### config.mk
export PLATFORM = sky130hd
export DESIGN_NAME = itlb_top
export DESIGN_NICKNAME = d
export VERILOG_FILES = /design/src/logic/tlb_pkg.sv /design/src/logic/tlb_array.sv /design/src/logic/segment_map.sv /design/src/logic/itlb_buffer.sv /design/src/logic/itlb_resolve.sv /design/src/logic/itlb_top.sv
export VERILOG_INCLUDE_DIRS = /design/src /design/src/logic
export SDC_FILE = /design/constraint.sdc
export NUM_CORES = 2
export LEC_CHECK = 0
export BUFFER_PORTS_ARGS = -buffer_cell sky130_fd_sc_hd__buf_2
export CAP_MARGIN = 20
export CORE_MARGIN = 4
export CORE_UTILIZATION = 57
export CTS_CLUSTER_SIZE = 25
export DETAILED_ROUTE_END_ITERATION = 6
export PLACE_DENSITY = 0.74
export SETUP_SLACK_MARGIN = 0.15
export SYNTH_ARGS = -nofsm -noshare
export SYNTH_HDL_FRONTEND = slang
export SYNTH_SLANG_ARGS = --single-unit
### constraint.sdc
create_clock -name clk -period 5.2 [get_ports clk]
set_input_delay 1.04 -clock clk [delete_from_list [all_inputs] [get_ports clk]]
set_output_delay 1.04 -clock clk [all_outputs]
set_load 0.02 [all_outputs]
### src/logic/tlb_cfg.svh
// itlb configuration
// widths, JTLB size and the fixed segment bounds of the fetch translator

`ifndef TLB_CFG_SVH
`define TLB_CFG_SVH

// joint TLB size
`define TLB_ENTRIES        16
`define TLB_IDX_W          4

// field widths
`define VPN2_W             19         // vaddr[31:13], one even/odd page pair
`define PFN_W              20
`define ASID_W             8

// segment bounds
`define KSEG0_BASE         32'h8000_0000
`define KSEG1_BASE         32'hA000_0000
`define KSEG2_BASE         32'hC000_0000   // first mapped address above kseg1

// cache attribute that means cacheable, noncoherent
`define CACHE_ATTR_CACHED  3'd3

`endif

### src/logic/tlb_pkg.sv
// itlb types
// width typedefs for addresses and entry fields, plus the fetch
// exception code and the refill state of the fetch buffer

`include "tlb_cfg.svh"

package tlb_pkg;

    // addresses
    typedef logic [31:0]              vaddr_t;
    typedef logic [31:0]              paddr_t;

    // entry fields
    typedef logic [`VPN2_W-1:0]       vpn2_t;
    typedef logic [`PFN_W-1:0]        pfn_t;
    typedef logic [`ASID_W-1:0]       asid_t;
    typedef logic [2:0]               cattr_t;
    typedef logic [`TLB_IDX_W-1:0]    tlb_idx_t;

    // fetch side exception, no modify case on the instruction path
    typedef enum logic [1:0] {
        EXC_NONE    = 2'd0,
        EXC_REFILL  = 2'd1,
        EXC_INVALID = 2'd2
    } tlb_exc_t;

    // fetch buffer refill machine
    typedef enum logic {
        BUF_IDLE   = 1'b0,
        BUF_SEARCH = 1'b1
    } buf_state_t;

endpackage

### src/logic/tlb_array.sv
// joint TLB storage
// register based entries with one write port and a parallel
// combinational search that returns the lowest matching index

`include "tlb_cfg.svh"

module tlb_array import tlb_pkg::*; (
    input  logic      clk,
    input  logic      rst_n,
    input  logic      tlb_we,
    input  tlb_idx_t  tlb_widx,
    input  vpn2_t     w_vpn2,
    input  asid_t     w_asid,
    input  logic      w_g,
    input  pfn_t      w_pfn0,
    input  pfn_t      w_pfn1,
    input  cattr_t    w_c0,
    input  cattr_t    w_c1,
    input  logic      w_v0,
    input  logic      w_v1,
    input  logic      w_d0,
    input  logic      w_d1,
    input  vpn2_t     search_vpn2,
    input  asid_t     asid,
    output logic      found,
    output pfn_t      s_pfn0,
    output pfn_t      s_pfn1,
    output cattr_t    s_c0,
    output cattr_t    s_c1,
    output logic      s_v0,
    output logic      s_v1,
    output logic      s_g
);

    localparam int PAGE_W = `PFN_W + 5;   // {pfn, c, v, d}

    vpn2_t               vpn2_q [`TLB_ENTRIES];
    asid_t               asid_q [`TLB_ENTRIES];
    logic [`TLB_ENTRIES-1:0] g_q;
    logic [PAGE_W-1:0]   page0_q [`TLB_ENTRIES];
    logic [PAGE_W-1:0]   page1_q [`TLB_ENTRIES];

    logic [PAGE_W-1:0]   page0_sel;
    logic [PAGE_W-1:0]   page1_sel;
    logic                g_sel;

    // all entries come out of reset invalid
    always_ff @(posedge clk or negedge rst_n) begin
        if (!rst_n) begin
            for (int i = 0; i < `TLB_ENTRIES; i++) begin
                vpn2_q[i]  <= '0;
                asid_q[i]  <= '0;
                g_q[i]     <= 1'b0;
                page0_q[i] <= '0;
                page1_q[i] <= '0;
            end
        end else if (tlb_we) begin
            vpn2_q[tlb_widx]  <= w_vpn2;
            asid_q[tlb_widx]  <= w_asid;
            g_q[tlb_widx]     <= w_g;
            page0_q[tlb_widx] <= {w_pfn0, w_c0, w_v0, w_d0};
            page1_q[tlb_widx] <= {w_pfn1, w_c1, w_v1, w_d1};
        end
    end

    // walk downwards so the lowest matching index is the one left selected
    always_comb begin
        found     = 1'b0;
        page0_sel = '0;
        page1_sel = '0;
        g_sel     = 1'b0;
        for (int i = `TLB_ENTRIES - 1; i >= 0; i--) begin
            if (vpn2_q[i] == search_vpn2 && (g_q[i] || asid_q[i] == asid)) begin
                found     = 1'b1;
                page0_sel = page0_q[i];
                page1_sel = page1_q[i];
                g_sel     = g_q[i];
            end
        end
    end

    // dirty bits stay behind, fetches never need them
    assign s_pfn0 = page0_sel[PAGE_W-1 -: `PFN_W];
    assign s_c0   = page0_sel[4:2];
    assign s_v0   = page0_sel[1];
    assign s_pfn1 = page1_sel[PAGE_W-1 -: `PFN_W];
    assign s_c1   = page1_sel[4:2];
    assign s_v1   = page1_sel[1];
    assign s_g    = g_sel;

endmodule

### src/logic/segment_map.sv
// segment decode for fetch addresses
// flags the kseg0/kseg1 windows and strips their base to get
// the physical address without a TLB lookup

`include "tlb_cfg.svh"

module segment_map import tlb_pkg::*; (
    input  vaddr_t  vaddr,
    output logic    unmapped,
    output logic    uncached_seg,
    output paddr_t  seg_paddr
);

    logic in_kseg0;
    logic in_kseg1;

    assign in_kseg1 = (vaddr >= `KSEG1_BASE) && (vaddr < `KSEG2_BASE);
    assign in_kseg0 = (vaddr >= `KSEG0_BASE) && (vaddr < `KSEG1_BASE);

    assign unmapped     = in_kseg0 || in_kseg1;
    assign uncached_seg = in_kseg1;          // kseg1 never goes through the cache

    always_comb begin
        if (in_kseg1) begin
            seg_paddr = vaddr - `KSEG1_BASE;
        end else if (in_kseg0) begin
            seg_paddr = vaddr - `KSEG0_BASE;
        end else begin
            seg_paddr = vaddr;               // mapped, unused by the resolver
        end
    end

endmodule

### src/logic/itlb_buffer.sv
// one entry fetch translation buffer
// hit check against the held entry, and a two state refill machine
// that searches the JTLB for one cycle after a mapped miss

module itlb_buffer import tlb_pkg::*; (
    input  logic    clk,
    input  logic    rst_n,
    input  vaddr_t  vaddr,
    input  asid_t   asid,
    input  logic    unmapped,
    input  logic    buf_flush,
    input  logic    found,
    input  pfn_t    s_pfn0,
    input  pfn_t    s_pfn1,
    input  cattr_t  s_c0,
    input  cattr_t  s_c1,
    input  logic    s_v0,
    input  logic    s_v1,
    input  logic    s_g,
    output vpn2_t   search_vpn2,
    output logic    hit,
    output logic    b_found,
    output pfn_t    b_pfn0,
    output pfn_t    b_pfn1,
    output cattr_t  b_c0,
    output cattr_t  b_c1,
    output logic    b_v0,
    output logic    b_v1
);

    buf_state_t state_q;
    buf_state_t state_d;

    logic   valid_q;
    vpn2_t  vpn2_q;
    asid_t  asid_q;
    logic   g_q;
    logic   found_q;
    logic   refill;
    logic   entry_hit;

    assign search_vpn2 = vaddr[31:13];

    // the asid check is skipped for global pages
    assign entry_hit = valid_q && (vpn2_q == vaddr[31:13]) && (g_q || asid_q == asid);
    assign hit       = unmapped || entry_hit;

    always_comb begin
        case (state_q)
            BUF_IDLE:   state_d = hit ? BUF_IDLE : BUF_SEARCH;
            BUF_SEARCH: state_d = BUF_IDLE;  // search takes exactly one cycle
            default:    state_d = BUF_IDLE;
        endcase
    end

    assign refill = (state_q == BUF_SEARCH);

    always_ff @(posedge clk or negedge rst_n) begin
        if (!rst_n) begin
            state_q <= BUF_IDLE;
            valid_q <= 1'b0;
        end else begin
            state_q <= state_d;
            if (buf_flush) begin
                valid_q <= 1'b0;             // flush wins over a refill
            end else if (refill) begin
                valid_q <= 1'b1;             // also on a failed search
            end
        end
    end

    // entry payload, only meaningful while valid_q is set
    always_ff @(posedge clk) begin
        if (refill && !buf_flush) begin
            vpn2_q  <= vaddr[31:13];
            asid_q  <= asid;                 // equals the entry asid unless global
            g_q     <= s_g;
            found_q <= found;
            b_pfn0  <= s_pfn0;
            b_pfn1  <= s_pfn1;
            b_c0    <= s_c0;
            b_c1    <= s_c1;
            b_v0    <= s_v0;
            b_v1    <= s_v1;
        end
    end

    assign b_found = found_q;

endmodule

### src/logic/itlb_resolve.sv
// fetch translation resolver
// merges the segment decode with the buffered entry into the
// physical address, cache flag, valid flag, stall and exception

`include "tlb_cfg.svh"

module itlb_resolve import tlb_pkg::*; (
    input  vaddr_t    vaddr,
    input  cattr_t    k0,
    input  logic      unmapped,
    input  logic      uncached_seg,
    input  paddr_t    seg_paddr,
    input  logic      hit,
    input  logic      b_found,
    input  pfn_t      b_pfn0,
    input  pfn_t      b_pfn1,
    input  cattr_t    b_c0,
    input  cattr_t    b_c1,
    input  logic      b_v0,
    input  logic      b_v1,
    output paddr_t    paddr,
    output logic      cached,
    output logic      fetch_valid,
    output logic      fetch_stall,
    output tlb_exc_t  fetch_exc
);

    pfn_t   sel_pfn;
    cattr_t sel_c;
    logic   sel_v;
    cattr_t attr;

    // vaddr[12] picks the odd or even page of the pair
    assign sel_pfn = vaddr[12] ? b_pfn1 : b_pfn0;
    assign sel_c   = vaddr[12] ? b_c1   : b_c0;
    assign sel_v   = vaddr[12] ? b_v1   : b_v0;

    assign paddr = unmapped ? seg_paddr : {sel_pfn, vaddr[11:0]};

    // kseg0 follows config K0, mapped pages follow their own C field
    assign attr   = unmapped ? k0 : sel_c;
    assign cached = !uncached_seg && (attr == `CACHE_ATTR_CACHED);

    assign fetch_stall = !hit;

    always_comb begin
        fetch_valid = 1'b0;
        fetch_exc   = EXC_NONE;
        if (unmapped) begin
            fetch_valid = 1'b1;
        end else if (!hit) begin
            // search still pending, exception not known yet
            fetch_valid = 1'b0;
            fetch_exc   = EXC_NONE;
        end else if (!b_found) begin
            fetch_exc   = EXC_REFILL;        // no JTLB entry for this page pair
        end else if (!sel_v) begin
            fetch_exc   = EXC_INVALID;
        end else begin
            fetch_valid = 1'b1;
        end
    end

endmodule

### src/logic/itlb_top.sv
// instruction fetch address translation unit
// segment decode and the one entry buffer run side by side, the buffer
// refills from the JTLB array, the resolver builds the fetch outputs

module itlb_top import tlb_pkg::*; (
    input  logic      clk,
    input  logic      rst_n,
    input  vaddr_t    vaddr,
    input  asid_t     asid,
    input  cattr_t    k0,
    input  logic      buf_flush,
    input  logic      tlb_we,
    input  tlb_idx_t  tlb_widx,
    input  vpn2_t     w_vpn2,
    input  asid_t     w_asid,
    input  logic      w_g,
    input  pfn_t      w_pfn0,
    input  pfn_t      w_pfn1,
    input  cattr_t    w_c0,
    input  cattr_t    w_c1,
    input  logic      w_v0,
    input  logic      w_v1,
    input  logic      w_d0,
    input  logic      w_d1,
    output paddr_t    paddr,
    output logic      cached,
    output logic      fetch_valid,
    output logic      fetch_stall,
    output tlb_exc_t  fetch_exc
);

    // segment decode
    logic   unmapped;
    logic   uncached_seg;
    paddr_t seg_paddr;

    // JTLB search result
    vpn2_t  search_vpn2;
    logic   found;
    pfn_t   s_pfn0, s_pfn1;
    cattr_t s_c0, s_c1;
    logic   s_v0, s_v1, s_g;

    // buffered entry
    logic   hit;
    logic   b_found;
    pfn_t   b_pfn0, b_pfn1;
    cattr_t b_c0, b_c1;
    logic   b_v0, b_v1;

    tlb_array i_tlb_array (
        .clk(clk), .rst_n(rst_n),
        .tlb_we(tlb_we), .tlb_widx(tlb_widx),
        .w_vpn2(w_vpn2), .w_asid(w_asid), .w_g(w_g),
        .w_pfn0(w_pfn0), .w_pfn1(w_pfn1), .w_c0(w_c0), .w_c1(w_c1),
        .w_v0(w_v0), .w_v1(w_v1), .w_d0(w_d0), .w_d1(w_d1),
        .search_vpn2(search_vpn2), .asid(asid), .found(found),
        .s_pfn0(s_pfn0), .s_pfn1(s_pfn1), .s_c0(s_c0), .s_c1(s_c1),
        .s_v0(s_v0), .s_v1(s_v1), .s_g(s_g)
    );

    segment_map i_segment_map (
        .vaddr(vaddr), .unmapped(unmapped),
        .uncached_seg(uncached_seg), .seg_paddr(seg_paddr)
    );

    itlb_buffer i_itlb_buffer (
        .clk(clk), .rst_n(rst_n),
        .vaddr(vaddr), .asid(asid), .unmapped(unmapped), .buf_flush(buf_flush),
        .found(found), .s_pfn0(s_pfn0), .s_pfn1(s_pfn1), .s_c0(s_c0), .s_c1(s_c1),
        .s_v0(s_v0), .s_v1(s_v1), .s_g(s_g),
        .search_vpn2(search_vpn2), .hit(hit), .b_found(b_found),
        .b_pfn0(b_pfn0), .b_pfn1(b_pfn1), .b_c0(b_c0), .b_c1(b_c1),
        .b_v0(b_v0), .b_v1(b_v1)
    );

    itlb_resolve i_itlb_resolve (
        .vaddr(vaddr), .k0(k0),
        .unmapped(unmapped), .uncached_seg(uncached_seg), .seg_paddr(seg_paddr),
        .hit(hit), .b_found(b_found),
        .b_pfn0(b_pfn0), .b_pfn1(b_pfn1), .b_c0(b_c0), .b_c1(b_c1),
        .b_v0(b_v0), .b_v1(b_v1),
        .paddr(paddr), .cached(cached), .fetch_valid(fetch_valid),
        .fetch_stall(fetch_stall), .fetch_exc(fetch_exc)
    );

endmodule

Word-level counts from Yosys, hierarchy flattened. Cells that the tools add are included. W data, S select, Z words.

Bits in registers: 1327. Word-level logic and storage cells: 253. Input bits: 129.

Bitwise gates (word level): 2. $add $sub $neg: 2. Reduce and logical (&&, ||, !) cells: 48. Equality and inequality tests: 35. Order comparisons: 8. Multiplexer cells: 81.

Operator list (number): $mux W25 (33); $bwmux W400 (2); $eq A19 B19 Y1 (17); $bwmux W304 (1); $eq A8 B8 Y1 (17); $bwmux W128 (1); $demux W25 S4 (1); $mux W32 (3); $demux W19 S4 (1); $ge A32 B32 Y1 const B (2); $lt A32 B32 Y1 const B (2); $sub A32 B32 Y32 const B (2); $demux W8 S4 (1); $mux W1 (26); $logic_and A1 B1 Y1 (24); $mux W20 (1); $logic_or A1 B1 Y1 (19); $mux W19 (1); $bwmux W16 (1); $reduce_or A15 Y1 (1); $mux W2 (4); $mux W8 (1); $mux W3 (2); $ge A5 B5 Y1 const B (1); 10 further kinds (12).

Logic depth before layout (Yosys ltp).
Word-level depth: 19. Gate-level depth with buffers: 14. Depth with buffers taken out: 9.

Hierarchy. From an unflattened synthesis, not the netlist that was laid out.

Cell total of the unflattened synthesis: 4676. Area, all modules: 61054.8 um2.

Modules (own cells, without submodules): tlb_array (times used 1, area each 57171.1 um2, cells each 4386); itlb_buffer (times used 1, area each 2836.5 um2, cells each 142); itlb_resolve (times used 1, area each 668.1 um2, cells each 92); segment_map (times used 1, area each 379.1 um2, cells each 56).

Worst setup path before layout. OpenSTA, ideal clock, no wires.

Path type: input to register. Start point: input buf_flush. End point: register i_itlb_buffer.asid_q[0] (enable). Setup slack: 0.202 ns. Arrival time: 4.475 ns. Required time: 4.677 ns. Cell stages on the path: 1. Cell sequence: nor2b_1.

Longest elaborated chain between the ends: 2.

Ends and longest elaborated chain: start, declared (RTL line itlb_top.sv:11) `input logic buf_flush,`; $logic_not A1 Y1 (RTL line itlb_buffer.sv:74) `if (refill && !buf_flush) begin`; $logic_and A1 B1 Y1 (RTL line itlb_buffer.sv:74); end signal, assigned (RTL line itlb_buffer.sv:76) `asid_q <= asid;`; end, declared (RTL line itlb_buffer.sv:36) `asid_t asid_q;`.

Every way passes these cells. A chain may end at the register's enable or synchronous reset.

Worst setup path in the final report.
Start point: input vaddr[26]. End point: output fetch_exc[1].

Longest elaborated chain between the ends: 6.

Ends and longest elaborated chain: start, declared (RTL line itlb_top.sv:8) `input vaddr_t vaddr,`; $ge A32 B32 Y1 (no line) (tied with other cells); $logic_and A1 B1 Y1, on equally long branches (RTL line segment_map.sv:18, segment_map.sv:17, itlb_buffer.sv:45); $logic_or A1 B1 Y1 / $logic_and A1 B1 Y1 (equally long branches) (RTL line segment_map.sv:20, itlb_buffer.sv:45); $logic_or A1 B1 Y1 (RTL line itlb_buffer.sv:46) `assign hit = unmapped || entry_hit;`; $mux W2 (RTL line itlb_resolve.sv:51) `end else if (!hit) begin`; $mux W2 (*) (RTL line itlb_resolve.sv:49) `if (unmapped) begin`; end, declared (RTL line itlb_top.sv:29) `output tlb_exc_t fetch_exc`.

Mark *: on every way between the ends. The rest lies on a longest branch, timed or not.

==> flow_summary.yaml <==
status:
  status: "complete, no violations"
floorplanning:
  die_y_um: 333
  coreArea_um2: 104000
  fp.dieW_um: 333
  start_util_pct: 57.8
  die-area_um2: 111000
  ios: 166
  rows: 118
global_routing:
  grtUsageTotal_pct: 31.6
  antenna_found_initial: 28
  grt_max_degree: 140
  grt_pass1_vias: 41076
  grt_overflow: 0
  grt_pass1_wl_um: 266000
synth:
  synth-seq-cells: 1295
  synth_edf_count: 77
  yosys_warnings: 0
  syn_area_per_cell_um2: 12.9
  synth_seq_area_share_pct: 54.4
  synthArstFlopShare_pct: 94.1
  synth.largest_area_cell: "dfrtp_1"
  synthTopCellsByArea: "dfrtp_1 51%, mux2_2 22%, xor2_1 5.0%"
  yosys.cell_types.count: 70
  synth_top_area_share_pct: 50.6
  synth_area_um2: 60200
  netlist_instances: 4679
  synth_ff_type: "dfrtp_1"
  synth_fp_nets: 4810
timing:
  worst_pin_slew_ns: 1.20
  hold_viol: 0
  worst_slack_ns: 0.568
  skew_ns: 0.0215
  slew_viol_final: 0
  rsz0062_at_grt: "false"
  min_period_ns: 4.63
  slew_headroom_pct: 19.5
  finalSetupTns_ns: 0
  min_period_over_period_pct: 89.1
  fmax_ghz: 0.216
  final-setup-viol-count: 0
worst_setup_path:
  max_stage_delay_ns: 0.63
  slowest_stage: "or4_1"
  path_cells: "buf_2 > buf_4 > xor2_1 > nor4_1 > nand3_1 > or4_1 > nor4b_1 > buf_2"
  cpMostUsedCell: "buf_2"
  critPathKind: "input pin to primary output"
  crit_path_end_kind: "primary output"
  worst-path-buf-inv: 3
  startpoint_type: "input pin"
  arrival_ns: 3.59
  path_delay_family: "simple AND/OR/NAND/NOR gates"
  crit_fanout: 11
  critPathRequiredTime_ns: 4.16
layout:
  fill_cells: 7740
  fin_area_um2: 67100
  layout_commonest_cell: "dfrtp_1"
  area_growth_pct: 11.3
  final_cell_mix: "1218 x dfrtp_1, 1198 x mux2_2, 346 x xor2_1"
  drive_gt1_share_pct: 37.1
  fin_nets: 4844
route:
  totalWireLength_um: 176000
  drt_iter0_markers: 3391
  drc_errors: 0
  vias: 40436
  viasPerCell: 6.50
  drt_first_pass_iters: 6
  wl_per_cell_um: 28.4
  detail-route-antenna-nets: 0
pwr:
  p_switching_w: 0.00704
  power_frac_seq_pct: 50.4
  leakagePower_nw: 28.8
  p_int_w: 0.0202
  powerDensity_nw_per_um2: 406
  ir_drop_mv: 0.316
  power_frac_comb_pct: 14.4
  swShare_pct: 25.8
  clockPowerShare_pct: 35.2
place:
  hpwl_um: 107000
  io_buffers: 163
  gp_congestion: 0.878
  dpl-instance-area_um2: 62600
  pre_cts_slack_ns: 0.488
clocking:
  cts_hold_buf: 0
  cts_buffer_depth: 3
  htreeDepth: 4
  insertion_delay_ns: 0.74
  postCtsResizedCells: 0
  cts_setup_buffers: 0
  cts-buffers-inserted: 135
  clkSinkCount: 1295
  cts_tree: "yes"
  clkTransAtPathRegs_ns: 0.06
  clock-root-buffer: "clkbuf_16"
job:
  cap_violations: 0
hold_path:
  hold_path.class: "input pin to asynchronous set/reset pin"
-- routing by layer --
metal  track usage (%)  part of all wire, %  up-vias
met1              42.6                   40    21062
met3              7.71                  9.4      437
met5                 0               0.0040        -
met4              12.9                  4.1        2
li1                  -                    -    17066
met2              49.5                   46     1869
-- metrics by stage --
stage / util (%) / instances / hold slack [ns] / power, W
floorplan: - / 4679 / 0.418 / 0.0165
detailed placement: 60.1 / 5956 / 0.460 / 0.0178
global placement: 60.1 / 5956 / 0.444 / 0.0175
global route: 64.3 / 6207 / 0.417 / 0.0284
CTS: 64.3 / 6202 / 0.393 / 0.0273
finish: 64.3 / 6217 / 0.364 / 0.0272
-- power groups by stage --
stage                     combinational [W]  sequential (W)  clock [W]
after floorplan                     0.00298          0.0135          0
after global placement              0.00374          0.0137          0
after detailed placement            0.00389          0.0139          0
after CTS                           0.00393          0.0137    0.00968
after global routing                0.00429          0.0140     0.0101
final                               0.00392          0.0137    0.00958
-- cells by family after synthesis --
kind of cell             count (synthesis)  synth area share (%)
AO/OA/AOI/OAI                          600                  7.39
XOR/XNOR                               459                  6.67
adder cells (fa/ha/maj)                  2                0.0415
buffers and inverters                  459                  3.41
flip-flops                            1295                  54.4
multiplexers                          1217                  22.7
AND/OR/NAND/NOR                        647                  5.33
-- worst reg2reg max path: stages (launching register included) --
cell	delay, ns
dfrtp_1	0.39
xor2_1	0.17
nor4_1	0.38
a21oi_1	0.29
or4_2	0.96
buf_4	0.44
nor2_1	0.33
o31ai_1	0.12
a22o_1	0.23
a41o_1	0.20
-- sequential cells by signal, indices dropped and copies added, names as in the netlist, 3 cells and up --
signal,flops
i_itlb_buffer.b_pfn1,20
i_tlb_array.page1_q,384
i_tlb_array.g_q,16
i_itlb_buffer.b_c1,3
i_tlb_array.asid_q,128
i_itlb_buffer.b_pfn0,20
i_tlb_array.vpn2_q,304
i_tlb_array.page0_q,384
i_itlb_buffer.b_c0,3
i_itlb_buffer.asid_q,8
i_itlb_buffer.vpn2_q,19
-- cell type report --
class	instances	area (um2)	area share [%]
clock buffer	204	3980	5.94
multi-input combinational	2925	25600	38.2
antenna	15	37.5	0.0560
clock inverter	42	402	0.599
timing repair buffer	321	2390	3.57
sequential	1295	32800	48.9
tap	1380	1730	2.57
inverter	35	131	0.196
-- synthesized netlist by cell type, drive strengths merged (19+ instances only) --
| cell type | instances |
|---|---|
| o21ai | 99 |
| inv | 35 |
| dfrtp | 1218 |
| nand3 | 80 |
| a211oi | 37 |
| a211o | 30 |
| nand2b | 39 |
| a221oi | 95 |
| nand2 | 146 |
| nand4 | 26 |
| mux2 | 1198 |
| o221ai | 44 |
| edfxtp | 77 |
| a311oi | 31 |
| o22ai | 63 |
| nor3 | 58 |
| buf | 133 |
| clkbuf | 291 |
| a21oi | 71 |
| xnor2 | 113 |
| nor2 | 150 |
| o32ai | 28 |
| nor4 | 103 |
| xor2 | 346 |
| mux2i | 19 |
-- final timing paths --
| check | start | end | slack [ns] | depth (start not counted) |
|---|---|---|---|---|
| hold reg to reg | i_itlb_buffer.refill | i_itlb_buffer.refill | 0.46 | 1 |
| setup / recovery | vaddr[26] | fetch_exc[1] | 0.57 | 8 |
| hold / removal | rst_n | i_tlb_array.asid_q[92] | 0.36 | 1 |
| min in group clk | i_itlb_buffer.refill | i_itlb_buffer.refill | 0.46 | 1 |
| max in group asynchronous | rst_n | i_tlb_array.vpn2_q[15] | 3.46 | 2 |
| setup reg to reg | i_tlb_array.asid_q[105] | i_itlb_buffer.b_pfn1[18] | 1.44 | 9 |
No activity file was read; power rests on OpenSTA's default activity.
